===== src/wb_defs.svh =====
`ifndef WB_DEFS_SVH
`define WB_DEFS_SVH

// widths
`define WB_XLEN       32
`define WB_REG_BITS   5
`define WB_UOP_BITS   6
`define WB_ECODE_BITS 7
`define WB_VPPN_BITS  19

// uop bit positions
`define UOP_INS_ALU    0
`define UOP_INS_CSR    1
`define UOP_INS_DIV    2
`define UOP_INS_MEM    3
// remainder instead of quotient
`define UOP_COND_REM   4
// store instead of load
`define UOP_COND_STORE 5

// exception codes, LoongArch encoding
`define EXP_INT  7'h00
`define EXP_PIL  7'h01
`define EXP_PIS  7'h02
`define EXP_PIF  7'h03
`define EXP_PME  7'h04
`define EXP_PPI  7'h07
`define EXP_ADEF 7'h08
`define EXP_ALE  7'h09
`define EXP_SYS  7'h0b
`define EXP_TLBR 7'h3f

`endif


===== src/wb_pkg.sv =====
`include "wb_defs.svh"

package wb_pkg;

    // data or pc word
    typedef logic [`WB_XLEN-1:0] word_t;

    // architectural register number
    typedef logic [`WB_REG_BITS-1:0] reg_idx_t;

    typedef logic [`WB_UOP_BITS-1:0] uop_t;

    typedef logic [`WB_ECODE_BITS-1:0] ecode_t;

    // bad address bits for the tlb entry-high csr
    typedef logic [`WB_VPPN_BITS-1:0] vppn_t;

    typedef enum logic [1:0] {
        DIV_IDLE,
        DIV_RUN,
        DIV_DONE
    } div_state_t;

endpackage


===== src/div_unit.sv =====
`include "wb_defs.svh"
`timescale 1ns/10ps

module div_unit (
    input  logic          clk,
    input  logic          aresetn,
    input  logic          div_start,
    input  wb_pkg::word_t div_dividend,
    input  wb_pkg::word_t div_divisor,
    output wb_pkg::word_t quotient,
    output wb_pkg::word_t remainder,
    output logic          div_ready
);

    wb_pkg::div_state_t          state;
    wb_pkg::word_t               quo;
    wb_pkg::word_t               rem;
    wb_pkg::word_t               dvsr;
    logic [$clog2(`WB_XLEN)-1:0] count;
    logic [`WB_XLEN:0]           trial;
    logic [`WB_XLEN:0]           diff;
    logic                        load;

    assign load = (state == wb_pkg::DIV_IDLE) && div_start;

    // next partial remainder and its trial subtraction
    assign trial = {rem, quo[`WB_XLEN-1]};
    assign diff  = trial - {1'b0, dvsr};

    always_ff @(posedge clk or negedge aresetn) begin
        if (!aresetn) begin
            state <= wb_pkg::DIV_IDLE;
            count <= '0;
        end else begin
            case (state)
                wb_pkg::DIV_IDLE: begin
                    if (div_start) begin
                        state <= wb_pkg::DIV_RUN;
                        count <= '0;
                    end
                end
                wb_pkg::DIV_RUN: begin
                    count <= count + 1'b1;
                    // last quotient bit this cycle
                    if (count == '1) begin
                        state <= wb_pkg::DIV_DONE;
                    end
                end
                wb_pkg::DIV_DONE: begin
                    state <= wb_pkg::DIV_IDLE;
                end
                default: begin
                    state <= wb_pkg::DIV_IDLE;
                end
            endcase
        end
    end

    // dividend shifts out of quo while quotient bits shift in
    always_ff @(posedge clk) begin
        if (load) begin
            quo  <= div_dividend;
            rem  <= '0;
            dvsr <= div_divisor;
        end else if (state == wb_pkg::DIV_RUN) begin
            if (!diff[`WB_XLEN]) begin
                rem <= diff[`WB_XLEN-1:0];
                quo <= {quo[`WB_XLEN-2:0], 1'b1};
            end else begin
                rem <= trial[`WB_XLEN-1:0];
                quo <= {quo[`WB_XLEN-2:0], 1'b0};
            end
        end
    end

    // zero divisor falls out naturally as all ones and the dividend
    assign quotient  = quo;
    assign remainder = rem;
    assign div_ready = (state == wb_pkg::DIV_DONE);

endmodule


===== src/regfile.sv =====
`include "wb_defs.svh"
`timescale 1ns/10ps

module regfile (
    input  logic             clk,
    input  logic             aresetn,
    input  logic             we0,
    input  logic             we1,
    input  wb_pkg::reg_idx_t waddr0,
    input  wb_pkg::reg_idx_t waddr1,
    input  wb_pkg::word_t    wdata0,
    input  wb_pkg::word_t    wdata1,
    input  wb_pkg::reg_idx_t raddr0,
    input  wb_pkg::reg_idx_t raddr1,
    output wb_pkg::word_t    rdata0,
    output wb_pkg::word_t    rdata1
);

    wb_pkg::word_t regs [1 << `WB_REG_BITS];

    always_ff @(posedge clk or negedge aresetn) begin
        if (!aresetn) begin
            for (int i = 0; i < (1 << `WB_REG_BITS); i++) begin
                regs[i] <= '0;
            end
        end else begin
            if (we0 && (waddr0 != '0)) begin
                regs[waddr0] <= wdata0;
            end
            // lane 1 is younger, so it overrides lane 0
            if (we1 && (waddr1 != '0)) begin
                regs[waddr1] <= wdata1;
            end
        end
    end

    assign rdata0 = regs[raddr0];
    assign rdata1 = regs[raddr1];

endmodule


===== src/wb_exception.sv =====
`include "wb_defs.svh"
`timescale 1ns/10ps

module wb_exception (
    input  logic           clk,
    input  logic           aresetn,
    input  logic           exception_flag,
    input  logic           cpu_interrupt,
    input  wb_pkg::ecode_t ecode,
    input  wb_pkg::word_t  badv,
    input  wb_pkg::word_t  era,
    input  wb_pkg::word_t  eentry,
    input  wb_pkg::word_t  tlbrentry,
    output logic           flush,
    output logic           wen_badv,
    output logic           wen_era,
    output logic           wen_vppn,
    output logic           tlb_exception,
    output wb_pkg::word_t  badv_out,
    output wb_pkg::word_t  era_out,
    output wb_pkg::word_t  pc_from_wb,
    output wb_pkg::vppn_t  vppn_out
);

    logic set_badv;
    logic set_vppn;

    // which csrs this ecode updates
    always_comb begin
        set_badv = 1'b0;
        set_vppn = 1'b0;
        case (ecode)
            `EXP_PIL, `EXP_PIS, `EXP_PIF, `EXP_PME, `EXP_PPI, `EXP_TLBR: begin
                set_badv = 1'b1;
                set_vppn = 1'b1;
            end
            `EXP_ADEF, `EXP_ALE: begin
                set_badv = 1'b1;
            end
            default: begin
                set_badv = 1'b0;
            end
        endcase
    end

    always_ff @(posedge clk or negedge aresetn) begin
        if (!aresetn) begin
            flush         <= 1'b0;
            wen_era       <= 1'b0;
            wen_badv      <= 1'b0;
            wen_vppn      <= 1'b0;
            tlb_exception <= 1'b0;
        end else begin
            flush         <= exception_flag || cpu_interrupt;
            wen_era       <= exception_flag || cpu_interrupt;
            wen_badv      <= exception_flag && set_badv;
            wen_vppn      <= exception_flag && set_vppn;
            tlb_exception <= exception_flag && (ecode == `EXP_TLBR);
        end
    end

    always_ff @(posedge clk) begin
        badv_out <= badv;
        era_out  <= era;
        vppn_out <= badv[`WB_VPPN_BITS-1:0];
    end

    // tlb refill goes to its own handler
    assign pc_from_wb = tlb_exception ? tlbrentry : eentry;

endmodule


===== src/wb_select.sv =====
`include "wb_defs.svh"
`timescale 1ns/10ps

module wb_select (
    input  logic             clk,
    input  logic             aresetn,
    input  wb_pkg::word_t    inst0,
    input  wb_pkg::word_t    inst1,
    input  wb_pkg::uop_t     uop0,
    input  wb_pkg::uop_t     uop1,
    input  wb_pkg::reg_idx_t rd0,
    input  wb_pkg::reg_idx_t rd1,
    input  wb_pkg::word_t    result0,
    input  wb_pkg::word_t    result1,
    input  logic             result0_valid,
    input  logic             result1_valid,
    input  wb_pkg::word_t    quotient,
    input  wb_pkg::word_t    remainder,
    input  logic             div_ready,
    input  wb_pkg::word_t    dcache_data,
    input  logic             dcache_ready,
    input  logic             tlb_d_valid,
    input  wb_pkg::word_t    csr_data,
    input  logic             csr_ready,
    output logic             ex2_allowin,
    output logic             wb_we0,
    output logic             wb_we1,
    output wb_pkg::reg_idx_t wb_rd0,
    output wb_pkg::reg_idx_t wb_rd1,
    output wb_pkg::word_t    wb_data0,
    output wb_pkg::word_t    wb_data1
);

    // {we, data} chosen for each lane
    logic [`WB_XLEN:0] pick0;
    logic [`WB_XLEN:0] pick1;
    logic              stage_empty;
    logic              load_wait;

    // priority: alu result, csr, divider, load
    function automatic logic [`WB_XLEN:0] lane_pick(
        input logic          res_valid,
        input wb_pkg::word_t res,
        input wb_pkg::uop_t  uop,
        input logic          csr_en
    );
        logic [`WB_XLEN:0] pick;
        pick = '0;
        if (res_valid) begin
            pick = {1'b1, res};
        end else if (csr_en && uop[`UOP_INS_CSR]) begin
            pick = {csr_ready, csr_data};
        end else if (uop[`UOP_INS_DIV]) begin
            pick = {div_ready, (uop[`UOP_COND_REM] ? remainder : quotient)};
        end else if (uop[`UOP_INS_MEM] && !uop[`UOP_COND_STORE]) begin
            pick = {dcache_ready, dcache_data};
        end
        return pick;
    endfunction

    always_comb begin
        // only lane 0 may carry a csr read
        pick0 = lane_pick(result0_valid, result0, uop0, 1'b1);
        pick1 = lane_pick(result1_valid, result1, uop1, 1'b0);
    end

    always_ff @(posedge clk or negedge aresetn) begin
        if (!aresetn) begin
            wb_we0 <= 1'b0;
            wb_we1 <= 1'b0;
        end else begin
            wb_we0 <= pick0[`WB_XLEN];
            wb_we1 <= pick1[`WB_XLEN];
        end
    end

    always_ff @(posedge clk) begin
        wb_data0 <= pick0[`WB_XLEN-1:0];
        wb_data1 <= pick1[`WB_XLEN-1:0];
        wb_rd0   <= rd0;
        wb_rd1   <= rd1;
    end

    // stage accept for ex1
    assign stage_empty = (inst0 == '0) && (inst1 == '0);
    assign load_wait   = tlb_d_valid && !dcache_ready;

    assign ex2_allowin = stage_empty || !load_wait || div_ready || csr_ready;

endmodule


===== src/wb_top.sv =====
`include "wb_defs.svh"
`timescale 1ns/10ps

module wb_top (
    input  logic             clk,
    input  logic             aresetn,
    input  wb_pkg::word_t    pc0,
    input  wb_pkg::word_t    pc1,
    input  wb_pkg::word_t    inst0,
    input  wb_pkg::word_t    inst1,
    input  wb_pkg::uop_t     uop0,
    input  wb_pkg::uop_t     uop1,
    input  wb_pkg::reg_idx_t rd0,
    input  wb_pkg::reg_idx_t rd1,
    input  wb_pkg::word_t    result0,
    input  wb_pkg::word_t    result1,
    input  logic             result0_valid,
    input  logic             result1_valid,
    input  wb_pkg::word_t    dcache_data,
    input  logic             dcache_ready,
    input  logic             tlb_d_valid,
    input  wb_pkg::word_t    csr_data,
    input  logic             csr_ready,
    input  logic             div_start,
    input  wb_pkg::word_t    div_dividend,
    input  wb_pkg::word_t    div_divisor,
    input  logic             exception_flag,
    input  wb_pkg::ecode_t   ecode,
    input  wb_pkg::word_t    badv,
    input  wb_pkg::word_t    era,
    input  logic             cpu_interrupt,
    input  wb_pkg::word_t    eentry,
    input  wb_pkg::word_t    tlbrentry,
    input  wb_pkg::reg_idx_t rf_raddr0,
    input  wb_pkg::reg_idx_t rf_raddr1,
    output logic             ex2_allowin,
    output logic             wb_we0,
    output logic             wb_we1,
    output wb_pkg::reg_idx_t wb_rd0,
    output wb_pkg::reg_idx_t wb_rd1,
    output wb_pkg::word_t    wb_data0,
    output wb_pkg::word_t    wb_data1,
    output wb_pkg::word_t    rf_rdata0,
    output wb_pkg::word_t    rf_rdata1,
    output logic             flush,
    output wb_pkg::word_t    pc_from_wb,
    output logic             wen_badv,
    output wb_pkg::word_t    badv_out,
    output logic             wen_era,
    output wb_pkg::word_t    era_out,
    output logic             wen_vppn,
    output wb_pkg::vppn_t    vppn_out,
    output logic             tlb_exception
);

    wb_pkg::word_t quotient;
    wb_pkg::word_t remainder;
    logic          div_ready;

    div_unit div_unit_i (
        .clk          (clk),
        .aresetn      (aresetn),
        .div_start    (div_start),
        .div_dividend (div_dividend),
        .div_divisor  (div_divisor),
        .quotient     (quotient),
        .remainder    (remainder),
        .div_ready    (div_ready)
    );

    wb_select wb_select_i (
        .clk           (clk),
        .aresetn       (aresetn),
        .inst0         (inst0),
        .inst1         (inst1),
        .uop0          (uop0),
        .uop1          (uop1),
        .rd0           (rd0),
        .rd1           (rd1),
        .result0       (result0),
        .result1       (result1),
        .result0_valid (result0_valid),
        .result1_valid (result1_valid),
        .quotient      (quotient),
        .remainder     (remainder),
        .div_ready     (div_ready),
        .dcache_data   (dcache_data),
        .dcache_ready  (dcache_ready),
        .tlb_d_valid   (tlb_d_valid),
        .csr_data      (csr_data),
        .csr_ready     (csr_ready),
        .ex2_allowin   (ex2_allowin),
        .wb_we0        (wb_we0),
        .wb_we1        (wb_we1),
        .wb_rd0        (wb_rd0),
        .wb_rd1        (wb_rd1),
        .wb_data0      (wb_data0),
        .wb_data1      (wb_data1)
    );

    wb_exception wb_exception_i (
        .clk            (clk),
        .aresetn        (aresetn),
        .exception_flag (exception_flag),
        .cpu_interrupt  (cpu_interrupt),
        .ecode          (ecode),
        .badv           (badv),
        .era            (era),
        .eentry         (eentry),
        .tlbrentry      (tlbrentry),
        .flush          (flush),
        .wen_badv       (wen_badv),
        .wen_era        (wen_era),
        .wen_vppn       (wen_vppn),
        .tlb_exception  (tlb_exception),
        .badv_out       (badv_out),
        .era_out        (era_out),
        .pc_from_wb     (pc_from_wb),
        .vppn_out       (vppn_out)
    );

    regfile regfile_i (
        .clk     (clk),
        .aresetn (aresetn),
        .we0     (wb_we0),
        .we1     (wb_we1),
        .waddr0  (wb_rd0),
        .waddr1  (wb_rd1),
        .wdata0  (wb_data0),
        .wdata1  (wb_data1),
        .raddr0  (rf_raddr0),
        .raddr1  (rf_raddr1),
        .rdata0  (rf_rdata0),
        .rdata1  (rf_rdata1)
    );

endmodule


===== config.mk =====
export PLATFORM = sky130hd
export DESIGN_NAME = wb_top
export DESIGN_NICKNAME = d
export VERILOG_FILES = /design/src/wb_pkg.sv /design/src/div_unit.sv /design/src/regfile.sv /design/src/wb_exception.sv /design/src/wb_select.sv /design/src/wb_top.sv
export VERILOG_INCLUDE_DIRS = /design/src /design/src/src
export SDC_FILE = /design/constraint.sdc
export NUM_CORES = 2
export LEC_CHECK = 0
export ABC_CLOCK_PERIOD_IN_PS = 11600
export BUFFER_PORTS_ARGS = -buffer_cell sky130_fd_sc_hd__buf_2
export CORE_MARGIN = 2
export CORE_UTILIZATION = 40
export DETAILED_ROUTE_END_ITERATION = 12
export PLACE_DENSITY = 0.62
export SLEW_MARGIN = 20
export SYNTH_ARGS = -nofsm -noshare
export SYNTH_HDL_FRONTEND = slang
export SYNTH_SLANG_ARGS = --single-unit

===== constraint.sdc =====
create_clock -name clk -period 11.6 [get_ports clk]
set_clock_uncertainty 0.15 [all_clocks]
set_input_delay 2.32 -clock clk [delete_from_list [all_inputs] [get_ports clk]]
set_output_delay 2.32 -clock clk [all_outputs]
set_load 0.02 [all_outputs]

# Word level (Yosys, flattened, before mapping)
# Index checks and enable logic that the tools add are counted.
# word_totals
reg_bits,1290
latch_bits,0
mem_bits_rw,0
romBits,0
n_memories,0
# classes
add_sub_neg,2
mul,0
n_div,0
order_cmp,6
n_eq_ne,13
n_shift,0
muxes,35
bitwise_logic,4
reduce_logical,31
# op_table
operator,count
$bwmux 1024,2
$mux 1024,2
$mux 32,12
$bmux 32 s5,2
$demux 32 s5,2
$mux 33,7
$logic_not 32->1,2
$sub 33x32->33,1
$ge 6x6->1 const B,4
$not 5->6,4
$eq 7x2->1 const B,2
$eq 7x3->1 const B,2
$eq 7x4->1 const B,2
$logic_and 1x1->1,12
$lt 6x1->1 const B,2
$pmux 5 s2,1
$reduce_bool 5->1,2
$reduce_or 8->1,1
$eq 7x1->1 const B,1
$eq 7x6->1 const B,1
$reduce_or 6->1,1
$add 5x1->5 const B,1
$eq 5x5->1 const B,1
$mux 5,1
12 further kinds,23

# Logic depth before layout (Yosys ltp)
# depth
word_depth,9
mapped_depth,15
depth_no_buf,13

# By module
# Synthesis repeated with hierarchy kept, for this count alone.
# hier_totals
cells_unflattened,8204
area_unflattened_um2,77184.0
# modules_own_cells
mod,n_inst,cells_each,area_per_inst_um2,seq_area_each_um2
regfile,1,6952,64524.4,25624.6
div_unit,1,678,6187.2,2737.6
wb_select,1,436,4458.0,1531.5
wb_exception,1,138,2014.4,1381.3

# Least setup slack after synthesis
# Ideal clock, no wire load.
# synth_timing
path_type,in2out
from,input rf_raddr1[0]
to,output rf_rdata1[0]
arrival_time_ps,4592
required_time_ps,9130
setup_slack_ps,4538
path_stages,6
cell_sequence,clkbuf_1 -> clkbuf_1 -> buf_1 -> mux4_2 -> mux4_2 -> mux2_2
# synth_via
elab_chain_cells,4
# synth_lines
element,line_no,rtl
start: declaration,wb_top.sv:35,"input wb_pkg::reg_idx_t rf_raddr1,"
$not 5->6 (not written as such),regfile.sv:38,assign rdata1 = regs[raddr1];
$bmux 32 s5,regfile.sv:38,
$mux 32 (not written as such) (2 in series),regfile.sv:38,
end: declaration,wb_top.sv:44,"output wb_pkg::word_t rf_rdata1,"
# No other way between the ends. The select of a mux whose other input is x is not followed.

# Worst setup path after layout
# layout_timing
from,input rf_raddr1[1]
to,output rf_rdata1[8]
# Same word-level chain as after synthesis.

==> run summary <==
Outcome: finished clean
VDD IR-drop max: 0.1300 mV
Area share of the largest cell type after synthesis: 0.3492
Gr usage total: 0.3103
DRT Pass-1 Iters: 7
Endpoints failing setup: 0
Post-layout util: 0.4573
Initial antenna violation count: 25
CTS tree: built
Setup crit start: rf_raddr1[1]
Vias in the first global route: 58,802
Sink Count: 1,271
RR Startpoint: wb_select_i.wb_rd0[3]
Initial Util: 0.4017
CTS Hold Buffers Added: 0
Die Width: 435.1 um
Post-Syn Instances: 6,747
Crit path cell chain: buf_8 -> buf_4 -> mux4_2 -> mux4_2 -> mux2_2 -> buf_2
Max cap viols: 0
Cell area power density: 201.2 nW/um^2
Area delta synth->final: 13.86%
Layout Nets: 7,501
CP Launch Type: input pin
Primary FF master, synth: dfrtp_1
Share of cells above drive strength 1: 0.2799
Core Box Area: 185,000 sq um
# Post-CTS Setup Buffers: 0
Worst Hold Path Cells: 0
Slew @ Worst Pin: 1.281 ns
Final min period: 8.026 ns
Clock slew at reported path FFs: 0.06 ns
CP Max Fanout: 96
Setup Crit Path Kind: input pin to output port
WP data arrival: 5.56 ns
Leak: 37.12 nW
Post-synth EDFFs: 64
CTS Buf Count: 145
Worst path most repeated cell: mux4_2
R2R setup slack: 7.65 ns
Clock Latency Late Sink: 0.83 ns
Final Hold Viols: 0
Global route total overflow: 0
Synth warnings: 0
Sequential share of the synthesized area: 0.4208
FFs w/ async S/R, synth: 0.8159
Hold WC Path Type: flop to flop
Fin Setup TNS: 0 ns
# fillers: 17,028
Post-synthesis instance area: 74,320 sq um
Pin count of the biggest net entering global routing: 167
Boundary Pins: 758
Residual DRC count: 0
Post-DP HPWL: 175.4 mm
Gpl congestion: 0.9113
CP Data Required Time: 9.13 ns
# resized after CTS: 0
CP peak stage delay: 0.84 ns
Post-detailed-route via-to-cell ratio: 6.346
RSZ-0062 raised after global routing: false
Die Y: 435.1 um
DR iter-0 viols: 8,294
Register bit total from synthesis: 1,271
Mean Syn Cell Area: 11.02 sq um
Max frequency: 124.6 MHz
Top cells by area, synth: dfrtp_1 (35%), mux4_2 (19%), mux2i_1 (12%)
Max Root-Sink Buffers: 3
Final Cycle Share: 0.6919
Largest area contributor in the netlist: dfrtp_1
FP Rows: 158
Reg2reg end: regfile_i.regs[607]
Root Driver: clkbuf_16
Cell count of the worst reg-to-reg path: 7
Worst setup endpoint: rf_rdata1[8]
Slew Limit Fails: 0
Max-slew headroom: 0.1461
Die area: 189,300 sq um
H-tree levels: 4
Final ANT Viol Nets: 0
First-pass GRT wire length: 427.2 mm
Slowest cell on the critical path: buf_4
Syn Nets: 7,279
Vias: 60,708
Crit end category: output port
Final WL: 301.6 mm
Yosys cell types: 72
Number of port buffers: 690
DR WL/cell: 31.52 um
Final hold slack: 0.2441 ns
layer usage:
layer	up-vias	part of all wire	routed length [um]	track usage
met3	984	0.11	32430	0.07201
met4	4	0.073	21910	0.1913
met2	4174	0.45	135100	0.4717
li1	25264	-	-	-
met5	-	0.00011	34	0
met1	30282	0.37	112100	0.4023
cells in the mapped netlist (all sizes together) (3+ instances only):
cell	n
o21bai	7
nor3	14
o211ai	4
nand2b	12
mux2	158
nand3	18
nor4	18
xnor2	16
o311ai	4
a311oi	3
xor2	14
a21oi	689
and2	3
clkbuf	634
dfrtp	1037
or2	5
nor2	657
a21o	9
nand3b	5
dfxtp	170
mux4	640
o21ai	470
o21a	5
a211oi	5
buf	162
o31ai	33
inv	71
a31oi	5
a32oi	129
nand4	20
mux2i	867
and3	9
a221oi	64
nand2	617
nor2b	51
edfxtp	64
ha	34
state kept, by name, summed over array words and instances, names as in the netlist, 2 cells and up:
signal,cells
wb_exception_i.era_out,32
wb_select_i.wb_rd1,5
wb_exception_i.badv_out,32
div_unit_i.remainder,32
wb_select_i.wb_data0,32
regfile_i.regs,1024
div_unit_i.count,5
wb_select_i.wb_rd0,5
div_unit_i.state,2
div_unit_i.dvsr,32
div_unit_i.quotient,32
wb_select_i.wb_data1,32
layout make-up:
cell class / instances / area (sq um) / area share
diodes: 10 / 25.02 / 0.0002957
clock buffers: 201 / 4049 / 0.04785
clock inverters: 54 / 686.9 / 0.008117
inverters: 72 / 270.3 / 0.003194
multi-input cells: 4608 / 40160 / 0.4746
flip-flops and latches: 1271 / 31280 / 0.3696
well taps: 2480 / 3103 / 0.03667
repair buffers: 871 / 5050 / 0.05968
cell families (layout without fill, tap and decap cells):
kind of cell / after synthesis / in the layout / synth area share
buf+inv: 868 / 1198 / 0.04572
compound gates: 1442 / 1442 / 0.1114
simple gates: 1436 / 1436 / 0.07778
other cells: 0 / 10 / 0
xor+xnor: 30 / 30 / 0.003636
fa+ha+maj: 35 / 35 / 0.005993
mux: 1665 / 1665 / 0.3346
flops: 1271 / 1271 / 0.4208
placed cells by master, fill, tap and decap left out, types with 71 or more instances in the layout:
cell type / netlist / final
inv_1: 71 / 71
dfxtp_1: 170 / 168
a32oi_1: 129 / 129
dfrtp_1: 1037 / 1036
buf_4: 23 / 170
mux2_2: 158 / 158
clkbuf_16: 0 / 145
nor2_1: 657 / 637
a21oi_1: 680 / 679
mux4_2: 640 / 640
o21ai_0: 469 / 469
nand2_1: 617 / 588
buf_2: 22 / 681
mux2i_1: 867 / 867
worst min path at each step:
| stage | startpoint | slack, ns | end |
|---|---|---|---|
| 2_1_floorplan | regfile_i.regs[1000] | 0.29 | regfile_i.regs[1000] |
| 5_1_grt | regfile_i.regs[1019] | 0.26 | regfile_i.regs[1019] |
| 6_report | regfile_i.regs[1012] | 0.24 | regfile_i.regs[1012] |
| 3_5_place_dp | regfile_i.regs[1012] | 0.23 | regfile_i.regs[1012] |
| 4_1_cts | regfile_i.regs[1003] | 0.25 | regfile_i.regs[1003] |
| 3_3_place_gp | regfile_i.regs[1008] | 0.23 | regfile_i.regs[1008] |
power by group:
part / leakage (nW) / switching [mW] / total [mW] / internal [mW]
logic: 20.0 / 2.76 / 5.45 / 2.69
clock network: 2.32 / 1.98 / 4.73 / 2.75
registers: 14.8 / 1.07 / 6.84 / 5.77
total: 37.1 / 5.81 / 17.0 / 11.2
worst max-delay path: cells and delay by family:
family / cells / cell delay [ns]
buffers and inverters: 3 / 1.63
muxes: 3 / 1.35
per-stage QoR:
stage,power (mW),instance area (sq um),setup WS (ns),instances
2_1_floorplan,10.52,74320,4.538,6747
3_3_place_gp,12.02,79750,3.687,9298
3_5_place_dp,12.25,79800,3.688,9300
4_1_cts,16.97,84530,3.683,9555
5_1_grt,17.79,84620,3.580,9565
6_report,17.02,84620,3.574,9567
(Power assumes the default switching activity.)
